$ cat config.mk
export PLATFORM = sky130hd
export DESIGN_NAME = cpu_control_pipe
export DESIGN_NICKNAME = d
export VERILOG_FILES = /design/src/hw/cpu_ctrl_pkg.sv /design/src/hw/cpu_control_pipe.sv /design/src/hw/ctrl_merge.sv /design/src/hw/stage1_decode.sv /design/src/hw/stage0_decode.sv /design/src/hw/pipe_sequencer.sv
export SDC_FILE = /design/constraint.sdc
export NUM_CORES = 1
export LEC_CHECK = 0
export BUFFER_PORTS_ARGS = -buffer_cell sky130_fd_sc_hd__buf_4
export CAP_MARGIN = 10
export CORE_MARGIN = 8
export CORE_UTILIZATION = 40
export DETAILED_ROUTE_END_ITERATION = 10
export PLACE_DENSITY_LB_ADDON = 0.08
export SLEW_MARGIN = 0
export SYNTH_ARGS = -nofsm -noshare
export SYNTH_HDL_FRONTEND = slang
export SYNTH_HIERARCHICAL = 1
export SYNTH_SLANG_ARGS = --single-unit
$ cat constraint.sdc
create_clock -name CLK -period 3.2 [get_ports CLK]
set_input_delay 0.16 -clock CLK [delete_from_list [all_inputs] [get_ports CLK]]
set_output_delay 0.16 -clock CLK [all_outputs]
set_load 0.005 [all_outputs]
$ cat src/hw/cpu_ctrl_pkg.sv
// cpu control package: widths, instruction classes, field helpers and control structs
package cpu_ctrl_pkg;

	typedef logic [15:0] word_t;	// instruction or data word
	typedef logic [11:0] imm_t;	// upper immediate held between words
	typedef logic [3:0]  nib_t;	// low immediate field
	typedef logic [2:0]  reg_idx_t;	// register file index
	typedef logic [7:0]  reg_mask_t;	// active low, one bit per register
	typedef logic [4:0]  alu_op_t;

	localparam alu_op_t   ALU_MOVE  = 5'd0;
	localparam alu_op_t   ALU_ADD   = 5'd1;
	localparam word_t     NOP_WORD  = 16'h0000;
	localparam reg_mask_t MASK_NONE = 8'hff;	// nothing selected

	typedef enum logic [2:0] {
		NOP,
		IMM,	// 0x1 prefix
		ALU_RR,	// 0x2
		ALU_RI,	// 0x3
		MEM_RR,	// 0x5 reg index load/store
		REL_BR,	// top bits 101
		OTHER
	} ins_class_e;

	typedef struct packed {logic c; logic z; logic s;} flags_t;

	typedef struct packed {
		logic feed_nop;	// stage0 gets NOP instead of fetched word
		logic stall;	// skip next fetch
		logic delay;	// next cycle is a delay slot
		logic imm_load;
		logic imm_keep;
		imm_t imm_value;
	} seq_req_t;

	typedef struct packed {logic load_go; logic branch_go;} p1_tag_t;
	typedef struct packed {logic active;} fetch_t;

	typedef struct packed {
		logic alu_claim; alu_op_t alu_op; reg_idx_t alu_a_sel; reg_idx_t alu_b_sel;
		logic b_from_pout_n; nib_t pout_lo;
		reg_mask_t ld_alu_n; reg_mask_t ld_mem_n; reg_mask_t inc_n; reg_mask_t dec_n;
		logic mem_claim; reg_idx_t maddr_sel; logic m_en_n; reg_idx_t m_sel;
		logic mem_wr_n; logic mem_oe_n;
		logic hold_pc;	// block r7 increment
	} stage_ctrl_t;

	typedef struct packed {
		alu_op_t alu_op; reg_idx_t alu_a_sel; reg_idx_t alu_b_sel; logic alu_b_from_pout_n;
		reg_mask_t ld_alu_n; reg_mask_t ld_mem_n; reg_mask_t inc_n; reg_mask_t dec_n;
		logic m_en_n; reg_idx_t m_sel; reg_idx_t maddr_sel; logic mem_oe_n; logic mem_wr_n;
		word_t pout;
	} dp_ctrl_t;

	localparam stage_ctrl_t CTRL_IDLE = '{
		alu_op: ALU_MOVE, b_from_pout_n: 1'b1, ld_alu_n: MASK_NONE, ld_mem_n: MASK_NONE,
		inc_n: MASK_NONE, dec_n: MASK_NONE, m_en_n: 1'b1, mem_wr_n: 1'b1, mem_oe_n: 1'b1,
		default: '0
	};

	function automatic ins_class_e class_of(word_t w);
		if (w == NOP_WORD) return NOP;
		if (w[15:13] == 3'b101) return REL_BR;
		case (w[15:12])
			4'h1: return IMM;
			4'h2: return ALU_RR;
			4'h3: return ALU_RI;
			4'h5: return MEM_RR;
			default: return OTHER;	// dropped classes decode as nothing
		endcase
	endfunction

	function automatic reg_idx_t f_dst(word_t w); return w[6:4]; endfunction	// dest / store src
	function automatic reg_idx_t f_idx(word_t w); return w[2:0]; endfunction	// src / mem index
	function automatic nib_t f_nib(word_t w); return w[3:0]; endfunction

	function automatic reg_mask_t onehot_n(reg_idx_t i);
		return ~(reg_mask_t'(1) << i);
	endfunction

	// post update mask, bit low means apply
	function automatic reg_mask_t post_n(logic act_n, reg_idx_t i);
		return act_n ? MASK_NONE : onehot_n(i);
	endfunction

endpackage
$ cat src/hw/cpu_control_pipe.sv
// cpu control pipeline top: sequencer, two stage decoders and control merge
`timescale 1ns/1ns

module cpu_control_pipe import cpu_ctrl_pkg::*; #(
	parameter reg_idx_t PC_REG   = 3'd7,
	parameter reg_idx_t LINK_REG = 3'd6
) (
	input  logic     CLK,
	input  logic     RSTb,
	input  word_t    memory_in,
	input  flags_t   flags,	// from ALU
	output dp_ctrl_t ctrl
);

	word_t       stage0;
	word_t       stage1;
	p1_tag_t     tag;
	p1_tag_t     tag_next;
	imm_t        imm;
	fetch_t      fetch;
	seq_req_t    req;
	stage_ctrl_t ctrl0;
	stage_ctrl_t ctrl1;

	pipe_sequencer #(.PC_REG(PC_REG)) i_pipe_sequencer (
		.CLK(CLK), .RSTb(RSTb), .memory_in(memory_in), .req(req), .tag_next(tag_next),
		.stage0(stage0), .stage1(stage1), .tag(tag), .imm(imm), .fetch(fetch)
	);

	stage0_decode #(.PC_REG(PC_REG), .LINK_REG(LINK_REG)) i_stage0_decode (
		.stage0(stage0), .flags(flags), .imm(imm), .ctrl0(ctrl0), .req(req), .tag_next(tag_next)
	);

	stage1_decode #(.PC_REG(PC_REG)) i_stage1_decode (.stage1(stage1), .tag(tag), .ctrl1(ctrl1));

	ctrl_merge #(.PC_REG(PC_REG)) i_ctrl_merge (
		.fetch(fetch), .ctrl0(ctrl0), .ctrl1(ctrl1), .imm(imm), .ctrl(ctrl)
	);

endmodule

$ cat src/hw/ctrl_merge.sv
// control merge: fetch request plus both stage decodes into final datapath controls
`timescale 1ns/1ns

module ctrl_merge import cpu_ctrl_pkg::*; #(
	parameter reg_idx_t PC_REG = 3'd7
) (
	input  fetch_t      fetch,
	input  stage_ctrl_t ctrl0,
	input  stage_ctrl_t ctrl1,
	input  imm_t        imm,
	output dp_ctrl_t    ctrl
);

	stage_ctrl_t alu_src;	// whichever stage owns the ALU
	stage_ctrl_t mem_src;	// whichever stage owns the bus
	reg_mask_t   pc_inc_n;
	logic        pc_inc;

	always_comb begin
		if (ctrl1.alu_claim) alu_src = ctrl1;	// completion wins
		else if (ctrl0.alu_claim) alu_src = ctrl0;
		else alu_src = CTRL_IDLE;
	end

	always_comb begin
		mem_src = CTRL_IDLE;
		if (ctrl1.mem_claim) begin
			mem_src = ctrl1;
		end else if (ctrl0.mem_claim) begin
			mem_src = ctrl0;
		end else begin	// instruction fetch through pc
			mem_src.maddr_sel = PC_REG;
			mem_src.mem_oe_n  = ~fetch.active;
		end
	end

	assign pc_inc   = fetch.active && !ctrl0.hold_pc && !ctrl1.hold_pc;
	assign pc_inc_n = pc_inc ? onehot_n(PC_REG) : MASK_NONE;

	always_comb begin
		ctrl.alu_op            = alu_src.alu_op;
		ctrl.alu_a_sel         = alu_src.alu_a_sel;
		ctrl.alu_b_sel         = alu_src.alu_b_sel;
		ctrl.alu_b_from_pout_n = alu_src.b_from_pout_n;
		ctrl.pout              = {imm, alu_src.pout_lo};
		ctrl.ld_alu_n          = ctrl0.ld_alu_n & ctrl1.ld_alu_n;	// low vectors combine by AND
		ctrl.ld_mem_n          = ctrl0.ld_mem_n & ctrl1.ld_mem_n;
		ctrl.inc_n             = ctrl0.inc_n & ctrl1.inc_n & pc_inc_n;
		ctrl.dec_n             = ctrl0.dec_n & ctrl1.dec_n;
		ctrl.m_en_n            = mem_src.m_en_n;
		ctrl.m_sel             = mem_src.m_sel;
		ctrl.maddr_sel         = mem_src.maddr_sel;
		ctrl.mem_oe_n          = mem_src.mem_oe_n;
		ctrl.mem_wr_n          = mem_src.mem_wr_n;
	end

endmodule

$ cat src/hw/stage1_decode.sv
// stage 1 decoder: completes loads and taken relative branches
`timescale 1ns/1ns

module stage1_decode import cpu_ctrl_pkg::*; #(
	parameter reg_idx_t PC_REG = 3'd7
) (
	input  word_t       stage1,
	input  p1_tag_t     tag,	// what stage 0 started
	output stage_ctrl_t ctrl1
);

	ins_class_e cls;
	reg_idx_t   idx;
	reg_idx_t   dst;

	assign cls = class_of(stage1);
	assign idx = f_idx(stage1);
	assign dst = f_dst(stage1);

	always_comb begin
		ctrl1 = CTRL_IDLE;
		if (tag.load_go && cls == MEM_RR) begin	// bus is free, fetch stalled
			ctrl1.mem_claim = 1'b1;
			ctrl1.maddr_sel = idx;
			ctrl1.mem_oe_n  = 1'b0;	// read
			ctrl1.mem_wr_n  = 1'b1;
			ctrl1.ld_mem_n  = onehot_n(dst);
			ctrl1.inc_n     = post_n(stage1[9], idx);	// post increment
			ctrl1.dec_n     = post_n(stage1[10], idx);	// post decrement
		end
		if (tag.branch_go && cls == REL_BR) begin
			// pc += {imm, low nibble}, imm loaded by stage 0
			ctrl1.alu_claim     = 1'b1;
			ctrl1.alu_op        = ALU_ADD;
			ctrl1.alu_a_sel     = PC_REG;
			ctrl1.b_from_pout_n = 1'b0;
			ctrl1.pout_lo       = f_nib(stage1);
			ctrl1.ld_alu_n      = onehot_n(PC_REG);
			ctrl1.hold_pc       = 1'b1;
		end
	end

endmodule

$ cat src/hw/stage0_decode.sv
// stage 0 decoder: issue side controls, sequencer requests and stage 1 tag
`timescale 1ns/1ns

module stage0_decode import cpu_ctrl_pkg::*; #(
	parameter reg_idx_t PC_REG   = 3'd7,
	parameter reg_idx_t LINK_REG = 3'd6
) (
	input  word_t       stage0,
	input  flags_t      flags,
	input  imm_t        imm,
	output stage_ctrl_t ctrl0,
	output seq_req_t    req,
	output p1_tag_t     tag_next
);

	ins_class_e cls;
	logic       is_link;	// cond 111, branch and link
	logic       taken;

	// condition field bits 12:10
	function automatic logic cond_met(logic [2:0] cond, flags_t f);
		case (cond)
			3'd0: return f.z;
			3'd1: return ~f.z;
			3'd2: return f.s;
			3'd3: return ~f.s;
			3'd4: return f.c;
			3'd5: return ~f.c;
			3'd6: return 1'b1;	// always
			default: return 1'b0;	// link goes its own way
		endcase
	endfunction

	assign cls     = class_of(stage0);
	assign is_link = (stage0[12:10] == 3'b111);
	assign taken   = (cls == REL_BR) && cond_met(stage0[12:10], flags);

	always_comb begin
		ctrl0         = CTRL_IDLE;
		req           = '0;
		req.imm_value = imm;	// idle value follows held imm
		tag_next      = '0;
		case (cls)
			IMM: begin
				req.imm_load  = 1'b1;
				req.imm_value = stage0[11:0];
			end
			ALU_RR, ALU_RI: begin
				ctrl0.alu_claim = 1'b1;
				ctrl0.alu_op    = {stage0[3], stage0[11:8]};	// bit 3 is op msb
				ctrl0.alu_a_sel = f_dst(stage0);
				ctrl0.alu_b_sel = f_idx(stage0);
				if (!stage0[7])
					ctrl0.ld_alu_n = onehot_n(f_dst(stage0));	// bit 7 = flags only
				if (cls == ALU_RI) begin
					ctrl0.alu_op[4]     = 1'b0;
					ctrl0.alu_b_sel     = '0;
					ctrl0.b_from_pout_n = 1'b0;	// B from {imm, nibble}
					ctrl0.pout_lo       = f_nib(stage0);
				end
			end
			MEM_RR: begin
				ctrl0.hold_pc = 1'b1;
				req.feed_nop  = 1'b1;
				ctrl0.dec_n   = onehot_n(PC_REG);	// step pc back over dropped word
				if (stage0[8]) begin	// store, done in this cycle
					ctrl0.mem_claim = 1'b1;
					ctrl0.maddr_sel = f_idx(stage0);
					ctrl0.m_en_n    = 1'b0;
					ctrl0.m_sel     = f_dst(stage0);
					ctrl0.mem_wr_n  = 1'b0;
					ctrl0.inc_n     = post_n(stage0[9], f_idx(stage0));
					ctrl0.dec_n     = onehot_n(PC_REG) & post_n(stage0[10], f_idx(stage0));
				end else begin	// load, finished by stage 1
					req.stall        = 1'b1;
					tag_next.load_go = 1'b1;
				end
			end
			REL_BR: begin
				if (taken || is_link) begin
					ctrl0.hold_pc      = 1'b1;
					req.feed_nop       = 1'b1;
					req.delay          = 1'b1;
					tag_next.branch_go = 1'b1;
					req.imm_load       = 1'b1;
					req.imm_value      = {{7{stage0[8]}}, stage0[8:4]};	// sign extended upper
				end
				if (is_link) begin	// save return address
					ctrl0.alu_claim = 1'b1;
					ctrl0.alu_op    = ALU_MOVE;
					ctrl0.alu_b_sel = PC_REG;
					ctrl0.ld_alu_n  = onehot_n(LINK_REG);
				end
			end
			default: ;	// NOP and dropped classes
		endcase
	end

endmodule

$ cat src/hw/pipe_sequencer.sv
// pipeline sequencer: stage registers, stall and delay slot state, held immediate, fetch request
`timescale 1ns/1ns

module pipe_sequencer import cpu_ctrl_pkg::*; #(
	parameter reg_idx_t PC_REG = 3'd7
) (
	input  logic     CLK,
	input  logic     RSTb,
	input  word_t    memory_in,	// fetched word
	input  seq_req_t req,	// from stage 0 decode
	input  p1_tag_t  tag_next,
	output word_t    stage0,
	output word_t    stage1,
	output p1_tag_t  tag,	// travels with stage1
	output imm_t     imm,
	output fetch_t   fetch
);

	logic  stall_q;	// load bubble, no fetch this cycle
	logic  delay_q;	// branch delay slot
	word_t stage0_next;
	imm_t  imm_next;

	assign stage0_next = (stall_q || delay_q || req.feed_nop) ? NOP_WORD : memory_in;

	always_comb begin
		if (req.imm_load)
			imm_next = req.imm_value;	// prefix or branch offset
		else if (req.imm_keep)
			imm_next = imm;
		else
			imm_next = '0;	// prefix covers one word only
	end

	always_ff @(posedge CLK) begin
		if (!RSTb) begin
			stage0  <= NOP_WORD;
			stage1  <= NOP_WORD;
			tag     <= '0;
			stall_q <= 1'b0;
			delay_q <= 1'b0;
			imm     <= '0;
		end else begin
			stage0  <= stage0_next;
			stage1  <= stage0;	// advance unconditionally
			tag     <= tag_next;
			stall_q <= req.stall;
			delay_q <= req.delay;
			imm     <= imm_next;
		end
	end

	assign fetch.active = ~stall_q;	// delay slot still drives bus, word dropped

endmodule

==> results of run 1 <==
-- power by group --
part	switching, uW	internal [uW]
Combinational	120	106
Sequential	52.6	583
Clock	216	240
-- state kept, by name, indices dropped and copies added, names as in the netlist --
| name | flops |
|---|---|
| i_pipe_sequencer/stage1 | 13 |
| i_pipe_sequencer/tag | 2 |
| i_pipe_sequencer/stall_q | 1 |
| i_pipe_sequencer/stage0 | 16 |
| i_pipe_sequencer/delay_q | 1 |
| i_pipe_sequencer/imm | 12 |
-- stage by stage --
| step | area [um^2] | power [uW] |
|---|---|---|
| 3_3_place_gp | 4090 | 867 |
| 3_5_place_dp | 4090 | 872 |
| 4_1_cts | 4200 | 1330 |
| 5_1_grt | 4210 | 1390 |
| 6_report | 4210 | 1320 |
| 2_1_floorplan | 3840 | 818 |
-- final cells by class --
cell class / count / area share (%)
multi-input combinational: 364 / 54.9
sequential: 45 / 21.4
timing repair buffer: 92 / 16.4
tap: 111 / 3.30
clock buffer: 5 / 1.63
clock inverter: 3 / 1.19
inverter: 13 / 1.16
-- cells in the final DEF (no fill, tap or decap), types with 5 or more instances in the layout --
master                     count
sky130_fd_sc_hd__and3_1       17
sky130_fd_sc_hd__nand3_1      36
sky130_fd_sc_hd__conb_1       29
sky130_fd_sc_hd__o22ai_1       6
sky130_fd_sc_hd__buf_4        92
sky130_fd_sc_hd__a22oi_1       6
sky130_fd_sc_hd__nand4_1       5
sky130_fd_sc_hd__inv_1        11
sky130_fd_sc_hd__nor2b_1      11
sky130_fd_sc_hd__clkbuf_8      5
sky130_fd_sc_hd__nor2_1       19
sky130_fd_sc_hd__a22o_1        9
sky130_fd_sc_hd__nand2_1      34
sky130_fd_sc_hd__a221oi_2      6
sky130_fd_sc_hd__a22o_2        9
sky130_fd_sc_hd__o21ai_0      21
sky130_fd_sc_hd__a21oi_1       9
sky130_fd_sc_hd__nand2b_1     15
sky130_fd_sc_hd__and2_1       71
sky130_fd_sc_hd__dfxtp_1      45
sky130_fd_sc_hd__nor3b_1       7
-- routing by layer --
layer  up-vias  global-route usage (%)
met3        15                    3.51
met2        97                    25.5
met1      1515                    19.4
met5         -                       0
li1       1660                       -
met4         0                    4.77
-- worst max path at each step --
| stage | end | slack (ps) | cells past startpoint |
|---|---|---|---|
| global route | ctrl[58] | 80 | 6 |
| detailed placement | i_pipe_sequencer/imm[1]$_SDFFE_PN0P_ | 510 | 6 |
| global placement | ctrl[66] | 630 | 6 |
| CTS | ctrl[66] | 260 | 6 |
| finish | ctrl[2] | 240 | 6 |
| floorplan | i_pipe_sequencer/stage0[0]$_SDFF_PP0_ | 1280 | 10 |
==> flow_metrics.py, run 1 <==
metrics = {
    "detailed_routing": {
        "drt-met1-wl_um": 4590,
        "drt_pass_1_iters": 4,
        "drt_drc": 0,
        "wl_met2_um": 4640,
        "routedWlPerCell_um": 15.9,
        "drtAntennaViolNets": 0,
        "viasPerCell": 5.19,
        "first_iter_violations": 239,
        "detailroute.wirelength.met3_um": 634,
        "top_layer_used": "met4",
        "vias": 3287,
        "wirelength_um": 10000,
    },
    "layout": {
        "layout.area.seq_um2": 901,
        "multi_input_area_um2": 2310,
        "utilization_pct": 46.0,
        "design.final.nets": 542,
        "layoutNonFillerInstCount": 633,
        "layout-area-overhead-vs-synth_pct": 12.5,
        "diodes": 0,
        "final.fill_count": 946,
        "drive_above_1_share_pct": 25.7,
    },
    "critical_path": {
        "worst_setup_path_start_kind": "flop",
        "worstReg2RegStart": "i_pipe_sequencer/stage0[10]$_SDFF_PP0_",
        "cpMaxStageDelayCell": "sky130_fd_sc_hd__dfxtp_1",
        "crit_path_cell_trace": "inv_2 > or3_1 > o21ai_0 > nor2b_4 > a22o_1 > buf_4",
        "ff2ff_setup_slack_ps": 810,
        "critical_path.endpoint_type": "primary output",
        "cp_top_family": "simple AND/OR/NAND/NOR gates",
        "reg2reg_to": "i_pipe_sequencer/stage0[3]$_SDFF_PP0_",
        "cp-startpoint": "i_pipe_sequencer/stage0[15]$_SDFF_PP0_",
        "cp.buffers_inverters": 2,
        "worstSetupPathType": "flop to primary output",
        "critical_path.max_fanout": 14,
        "cp_slowest_stage_delay_ps": 700,
        "critPathArrivalTime_ps": 2800,
        "register_to_register_path_depth": 6,
        "worst_ep_required_time_ps": 3040,
    },
    "sta": {
        "report.final.slew_viol_count": 0,
        "hold_ws_ps": 55.6,
        "grt_setup_unrepaired": "false",
        "slew_headroom_pct": 33.2,
        "fin_tns_setup_ps": 0,
        "timing.final.crit_share_pct": 92.4,
        "final.setup.worst_slack_ps": 244,
        "timing.fmax_ghz": 0.338,
        "final_hold_viol_count": 0,
        "clock-skew-final_ps": 11.3,
        "worst-slew-pin-transition_ps": 999,
        "setup_viol": 0,
        "fin_crit_ps": 2960,
    },
    "clock_network": {
        "h-tree-depth": 2,
        "clk_root_buffer_cell": "sky130_fd_sc_hd__clkbuf_8",
        "clk_transition_reported_paths_ps": 90,
        "clkSinkCount": 45,
        "tritoncts": "built",
        "cts-hold-fix-buffers": 0,
        "cts-buffers-inserted": 5,
        "cts_max_path_buffers": 2,
        "worst_skew_pair.late_latency_ps": 310,
        "post_cts_setup_buffer_count": 0,
        "post_cts.resized_instances": 0,
    },
    "placement": {
        "preCtsSetupSlack_ps": 509,
        "final_hpwl_from_detailed_placement_um": 7410,
        "i_o_buffers": 89,
        "numPlacedInstances": 624,
        "finalWeightedCongestion": 0.866,
    },
    "job": {
        "count_of_maximum_capacitance_violations": 0,
    },
    "power": {
        "leakagePower_uw": 0.00180,
        "ir_worst_vdd_uv": 178,
        "power.density_nw_per_um2": 313,
    },
    "floorplanning": {
        "core_um2": 9150,
        "die_area_um2": 12700,
        "die_h_um": 113,
        "initial_standard_cell_utilization_of_the_core_pct": 40.9,
        "floorplan.io_pins": 90,
        "die_width_um": 113,
        "placement_rows": 35,
    },
    "hold_path": {
        "worst_hold_path.num_cells": 2,
        "hold_path.class": "input pin to flop",
        "hold_path_end": "i_pipe_sequencer/stage0[9]$_SDFF_PP0_",
        "min_delay_src": "memory_in[9]",
    },
    "global_routing": {
        "grt_use_total_pct": 15.4,
        "antenna_found_initial": 0,
        "grt_max_degree": 32,
        "grt_pass1_wl_um": 16000,
        "first_global_vias": 3132,
        "total_global_routing_overflow": 0,
    },
    "run_status": {
        "outcome": "complete, no violations",
    },
    "logic_synthesis": {
        "synth.yosys.warnings": 6,
        "synth.cell_area_um2": 3740,
        "netlist_instances": 482,
        "avgSynthCellArea_um2": 7.76,
    },
}
Note: power is estimated with default switching activity, not from simulation.
==> run 2: changes to the inputs <==
--- a/config.mk
+++ b/config.mk
@@ -7,8 +7,9 @@
 export LEC_CHECK = 0
 export BUFFER_PORTS_ARGS = -buffer_cell sky130_fd_sc_hd__buf_4
 export CAP_MARGIN = 10
+export CORE_ASPECT_RATIO = 0.9
 export CORE_MARGIN = 8
-export CORE_UTILIZATION = 40
+export CORE_UTILIZATION = 30
 export DETAILED_ROUTE_END_ITERATION = 10
 export PLACE_DENSITY_LB_ADDON = 0.08
 export SLEW_MARGIN = 0
==> run 2 against run 1 <==
- die area rose by 28%
- critical path depth stayed put
- register-to-register slack gained 80 ps
==> flow_metrics.py, run 2 (synthesis results as in run 1) <==
metrics = {
    "critical_path": {
        "critPathArrivalTime_ps": 2710,
        "crit_path_cell_trace": "inv_2 > or3_1 > o21ai_0 > nor2b_4 > a22o_2 > buf_4",
        "worst_setup_path_start_kind": "flop",
        "cp_slowest_stage_delay_ps": 650,
        "register_to_register_path_depth": 7,
        "critical_path.endpoint_type": "primary output",
        "cp.buffers_inverters": 2,
        "worst_ep_required_time_ps": 3040,
        "cp_top_family": "simple AND/OR/NAND/NOR gates",
        "cpMaxStageDelayCell": "sky130_fd_sc_hd__dfxtp_1",
        "worstReg2RegStart": "i_pipe_sequencer/stage0[15]$_SDFF_PP0_",
        "worstSetupPathType": "flop to primary output",
        "cp-startpoint": "i_pipe_sequencer/stage0[15]$_SDFF_PP0_",
        "critical_path.max_fanout": 14,
        "timing.critical_path.depth": 6,
    },
    "clock_network": {
        "clk_root_buffer_cell": "sky130_fd_sc_hd__clkbuf_16",
        "worst_skew_pair.late_latency_ps": 290,
        "clkSinkCount": 45,
        "cts_max_path_buffers": 2,
        "cts-hold-fix-buffers": 0,
        "post_cts_setup_buffer_count": 0,
        "h-tree-depth": 2,
        "post_cts.resized_instances": 0,
        "tritoncts": "built",
        "cts-buffers-inserted": 5,
        "clk_transition_reported_paths_ps": 70,
    },
    "sta": {
        "fin_tns_setup_ps": 0,
        "worst-slew-pin-transition_ps": 988,
        "slew_headroom_pct": 34.0,
        "grt_setup_unrepaired": "false",
        "report.final.slew_viol_count": 0,
        "clock-skew-final_ps": 2.70,
        "final_hold_viol_count": 0,
        "setup_viol": 0,
        "fin_crit_ps": 2870,
        "timing.fmax_ghz": 0.349,
        "final.setup.worst_slack_ps": 332,
        "timing.final.crit_share_pct": 89.6,
    },
    "detailed_routing": {
        "routedWlPerCell_um": 16.1,
        "top_layer_used": "met4",
        "drt_pass_1_iters": 4,
        "detailroute.wirelength.met3_um": 612,
        "first_iter_violations": 291,
        "drtAntennaViolNets": 0,
        "wl_met2_um": 5340,
        "wirelength_um": 11000,
        "viasPerCell": 4.81,
        "vias": 3294,
        "drt-met1-wl_um": 4900,
        "drt_drc": 0,
    },
    "layout": {
        "design.final.nets": 545,
        "diodes": 0,
        "drive_above_1_share_pct": 26.1,
        "layout-area-overhead-vs-synth_pct": 15.5,
        "layoutNonFillerInstCount": 685,
        "largest_register_ff_count": 16,
        "layout.cell_area.non_filler_um2": 4320,
        "layout.cells.most_common": "sky130_fd_sc_hd__buf_4",
        "most-common-layout-cells": "95 x sky130_fd_sc_hd__buf_4, 71 x sky130_fd_sc_hd__and2_1, 45 x sky130_fd_sc_hd__dfxtp_1, 36 x sky130_fd_sc_hd__nand3_1, 34 x sky130_fd_sc_hd__nand2_1",
        "largest_regs": "i_pipe_sequencer/stage0 x16, i_pipe_sequencer/stage1 x13, i_pipe_sequencer/imm x12",
        "regMostFlops": "i_pipe_sequencer/stage0",
    },
    "placement": {
        "post_dp_cell_area_um2": 4180,
        "finalWeightedCongestion": 0.825,
        "i_o_buffers": 89,
        "final_hpwl_from_detailed_placement_um": 8250,
        "numPlacedInstances": 677,
        "preCtsSetupSlack_ps": 699,
    },
    "power": {
        "ir_worst_vdd_uv": 184,
        "power.density_nw_per_um2": 323,
        "fin_total_pwr_uw": 1400,
        "share_of_power_burned_in_combinational_logic_pct": 16.8,
        "leakagePower_uw": 0.00183,
        "seqPwrFrac_pct": 45.3,
        "design_internal_power_uw": 984,
        "pwr-share-clk_pct": 37.9,
        "switching_share_pct": 29.6,
        "total_switching_power_uw": 414,
    },
    "floorplanning": {
        "floorplan.io_pins": 90,
        "initial_standard_cell_utilization_of_the_core_pct": 30.9,
        "die_h_um": 122,
        "core_um2": 12100,
        "die_width_um": 134,
        "die_area_um2": 16300,
        "placement_rows": 38,
    },
    "job": {
        "count_of_maximum_capacitance_violations": 0,
    },
    "hold_path": {
        "hold_path.class": "input pin to flop",
        "worst_hold_path.num_cells": 2,
        "min_delay_src": "memory_in[0]",
    },
    "global_routing": {
        "antenna_found_initial": 0,
        "first_global_vias": 3232,
        "total_global_routing_overflow": 0,
        "grt_max_degree": 32,
        "grt_use_total_pct": 13.2,
        "grt_pass1_wl_um": 17300,
    },
    "run_status": {
        "outcome": "complete, no violations",
    },
}
-- run 2: metal layers --
metal  vias to the layer above  global-route usage, %
li1                       1667                      -
met1                      1527                   16.2
met2                        89                   23.0
met3                        11                   2.96
met4                         0                   3.36
met5                         -                      0
-- run 2: through the flow --
stage                     util, %  hold WS (ps)
after floorplan                 -           282
after global placement       34.4           365
after detailed placement     34.4           365
after CTS                    35.7          62.6
after global routing         35.7          55.3
final                        35.7          64.4
-- run 2: worst reg2reg max path, delay by kind of cell (launching register included) --
kind	cells	cell delay, ps
AND/OR/NAND/NOR	5	1210
buffers and inverters	2	340
flip-flops	1	650
-- run 2: final timing paths --
check | end | slack [ps]
max | ctrl[61] | 330
min | i_pipe_sequencer/stage0[0]$_SDFF_PP0_ | 60
max reg2reg | i_pipe_sequencer/stage0[2]$_SDFF_PP0_ | 890
min reg2reg | i_pipe_sequencer/stage1[3]$_SDFF_PN0_ | 570
-- run 2: cell type report --
cell class                      count  area (um^2)
Fill cell                        1348         7800
Timing Repair Buffer               95          713
Multi-Input combinational cell    364         2310
Sequential cell                    45          901
Tap cell                          160          200
Inverter                           13         48.8
Clock inverter                      3         21.3
Clock buffer                        5          125
-- run 2: power by group through the flow --
stage	Sequential [uW]	Combinational (uW)	Clock, uW
floorplan	612	206	0
finish	633	235	529
global placement	645	233	0
CTS	634	236	541
detailed placement	646	235	0
global route	639	260	567
==> run 3: changes to the inputs <==
--- a/config.mk
+++ b/config.mk
@@ -5,11 +5,12 @@
 export SDC_FILE = /design/constraint.sdc
 export NUM_CORES = 1
 export LEC_CHECK = 0
+export ABC_AREA = 1
 export BUFFER_PORTS_ARGS = -buffer_cell sky130_fd_sc_hd__buf_4
 export CAP_MARGIN = 10
-export CORE_ASPECT_RATIO = 0.9
+export CORE_ASPECT_RATIO = 1.4
 export CORE_MARGIN = 8
-export CORE_UTILIZATION = 30
+export CORE_UTILIZATION = 59
 export DETAILED_ROUTE_END_ITERATION = 10
 export PLACE_DENSITY_LB_ADDON = 0.08
 export SLEW_MARGIN = 0
==> run 3 against run 2 <==
- area after synthesis up 1.0%
- total power down 9.6%
- sequential power hardly changed
- global-route usage up 7.3 points
- flip-flop and latch count unchanged
- setup slack improved by 450 ps
- cell count increased by 11%
==> flow_metrics.py, run 3 <==
metrics = {
    "clock_network": {
        "clk_root_buffer_cell": "sky130_fd_sc_hd__clkbuf_8",
        "cts-hold-fix-buffers": 0,
        "worst_skew_pair.late_latency_ps": 300,
        "h-tree-depth": 2,
        "clk_transition_reported_paths_ps": 80,
        "clkSinkCount": 45,
        "post_cts.resized_instances": 0,
        "tritoncts": "built",
        "cts-buffers-inserted": 5,
        "post_cts_setup_buffer_count": 0,
        "cts_max_path_buffers": 2,
    },
    "sta": {
        "timing.final.crit_share_pct": 75.6,
        "report.final.slew_viol_count": 0,
        "fin_crit_ps": 2420,
        "slew_headroom_pct": 57.1,
        "fin_tns_setup_ps": 0,
        "setup_viol": 0,
        "grt_setup_unrepaired": "false",
        "worst-slew-pin-transition_ps": 642,
        "clock-skew-final_ps": 5.35,
        "timing.fmax_ghz": 0.413,
        "final.setup.worst_slack_ps": 781,
        "final_hold_viol_count": 0,
    },
    "global_routing": {
        "grt_pass1_wl_um": 16300,
        "total_global_routing_overflow": 0,
        "grt_use_total_pct": 20.5,
        "grt_max_degree": 22,
        "antenna_found_initial": 0,
        "first_global_vias": 3577,
    },
    "floorplanning": {
        "core_um2": 6210,
        "die_area_um2": 9260,
        "die_h_um": 111,
        "die_width_um": 83.6,
        "placement_rows": 34,
        "initial_standard_cell_utilization_of_the_core_pct": 60.9,
        "floorplan.io_pins": 90,
    },
    "layout": {
        "design.final.nets": 711,
        "largest_regs": "i_pipe_sequencer/stage0 x16, i_pipe_sequencer/stage1 x13, i_pipe_sequencer/imm x12",
        "regMostFlops": "i_pipe_sequencer/stage0",
        "drive_above_1_share_pct": 23.4,
        "utilization_pct": 68.2,
        "diodes": 0,
        "largest_register_ff_count": 16,
        "most-common-layout-cells": "150 x sky130_fd_sc_hd__nand2_1, 115 x sky130_fd_sc_hd__inv_1, 90 x sky130_fd_sc_hd__buf_4, 78 x sky130_fd_sc_hd__nor2_1, 48 x sky130_fd_sc_hd__nand3_1",
        "layout.cells.most_common": "sky130_fd_sc_hd__nand2_1",
        "layout-area-overhead-vs-synth_pct": 12.1,
    },
    "hold_path": {
        "min_delay_src": "memory_in[3]",
        "hold_path.class": "input pin to flop",
        "worst_hold_path.num_cells": 3,
        "hold_path_end": "i_pipe_sequencer/stage0[3]$_SDFF_PP0_",
    },
    "critical_path": {
        "critical_path.endpoint_type": "primary output",
        "worstSetupPathType": "flop to primary output",
        "worst_ep_required_time_ps": 3040,
        "reg2reg_to": "i_pipe_sequencer/stage0[10]$_SDFF_PP0_",
        "critical_path.max_fanout": 11,
        "ff2ff_setup_slack_ps": 1040,
        "worstReg2RegStart": "i_pipe_sequencer/stage0[12]$_SDFF_PP0_",
        "critPathArrivalTime_ps": 2260,
        "worst_setup_path_start_kind": "flop",
        "register_to_register_path_depth": 9,
    },
    "placement": {
        "final_hpwl_from_detailed_placement_um": 7720,
        "finalWeightedCongestion": 0.958,
        "i_o_buffers": 89,
        "preCtsSetupSlack_ps": 1070,
    },
    "detailed_routing": {
        "routedWlPerCell_um": 12.7,
        "drtAntennaViolNets": 0,
        "viasPerCell": 4.99,
        "wirelength_um": 9670,
        "first_iter_violations": 218,
        "drt_drc": 0,
        "drt_pass_1_iters": 5,
        "vias": 3809,
    },
    "power": {
        "power.density_nw_per_um2": 298,
        "fin_total_pwr_uw": 1260,
        "leakagePower_uw": 0.00238,
        "ir_worst_vdd_uv": 354,
    },
    "run_status": {
        "outcome": "complete, no violations",
    },
    "logic_synthesis": {
        "netlist_instances": 637,
        "avgSynthCellArea_um2": 5.93,
        "synth.yosys.warnings": 6,
        "synth.cell_area_um2": 3780,
    },
    "job": {
        "count_of_maximum_capacitance_violations": 0,
    },
}
[run 3: cell count changes in the layout (fill, tap and decap cells not counted), moves of 16 or more]
cell,delta
sky130_fd_sc_hd__and2_1,-71
sky130_fd_sc_hd__nand2_2,+33
sky130_fd_sc_hd__nor2_1,+59
sky130_fd_sc_hd__o21ai_0,-16
sky130_fd_sc_hd__and3_1,-17
sky130_fd_sc_hd__nand2_1,+116
sky130_fd_sc_hd__inv_1,+104
[run 3: worst max-delay path by stage]
stage | start | to | slack (ps) | cells after the start
after floorplan | i_pipe_sequencer/stage0[10]$_SDFF_PP0_ | i_pipe_sequencer/stage0[0]$_SDFF_PP0_ | 1460 | 13
after global placement | i_pipe_sequencer/stage0[12]$_SDFF_PP0_ | i_pipe_sequencer/stage0[10]$_SDFF_PP0_ | 1110 | 9
after detailed placement | i_pipe_sequencer/stage0[12]$_SDFF_PP0_ | i_pipe_sequencer/stage0[10]$_SDFF_PP0_ | 1070 | 9
after CTS | i_pipe_sequencer/stage0[12]$_SDFF_PP0_ | ctrl[40] | 770 | 12
after global routing | i_pipe_sequencer/stage0[12]$_SDFF_PP0_ | ctrl[68] | 560 | 11
final | i_pipe_sequencer/stage0[12]$_SDFF_PP0_ | ctrl[40] | 780 | 12
[run 3: final cells by class]
cell class | count | area (um^2)
clock inverters | 2 | 16.3
fillers | 614 | 1970
well taps | 72 | 90.1
multi-input cells | 426 | 2000
repair buffers | 90 | 676
flip-flops and latches | 45 | 901
inverters | 122 | 475
clock buffers | 6 | 82.6
[run 3: report_power, final]
part	switching (uW)	internal, uW
Sequential	42.5	588
Combinational	167	90.3
Clock	199	178
[run 3: stage by stage]
step,hold slack [ps],cells,area (um^2)
3_5_place_dp,382,755,4140
4_1_cts,70.7,763,4240
6_report,76.8,763,4240
2_1_floorplan,272,662,3870
5_1_grt,77.7,763,4240
3_3_place_gp,375,755,4140
[run 3: worst max-delay path: stages (launching register included)]
cell	delay, ps
sky130_fd_sc_hd__dfxtp_1	420
sky130_fd_sc_hd__inv_1	150
sky130_fd_sc_hd__o31ai_2	260
sky130_fd_sc_hd__nand2_2	170
sky130_fd_sc_hd__nor2_4	200
sky130_fd_sc_hd__inv_4	110
sky130_fd_sc_hd__nor3_4	180
sky130_fd_sc_hd__nand3_1	90
sky130_fd_sc_hd__nand2_1	90
sky130_fd_sc_hd__inv_1	40
sky130_fd_sc_hd__nand2_1	70
sky130_fd_sc_hd__inv_1	40
sky130_fd_sc_hd__buf_4	120
[run 3: layer usage]
metal | global-route usage, % | up-vias | routed length, um
met5 | 0 | - | 0
met4 | 9.36 | 0 | 299
met3 | 4.26 | 24 | 823
met2 | 37.2 | 167 | 4950
met1 | 21.9 | 1676 | 3600
li1 | - | 1942 | -
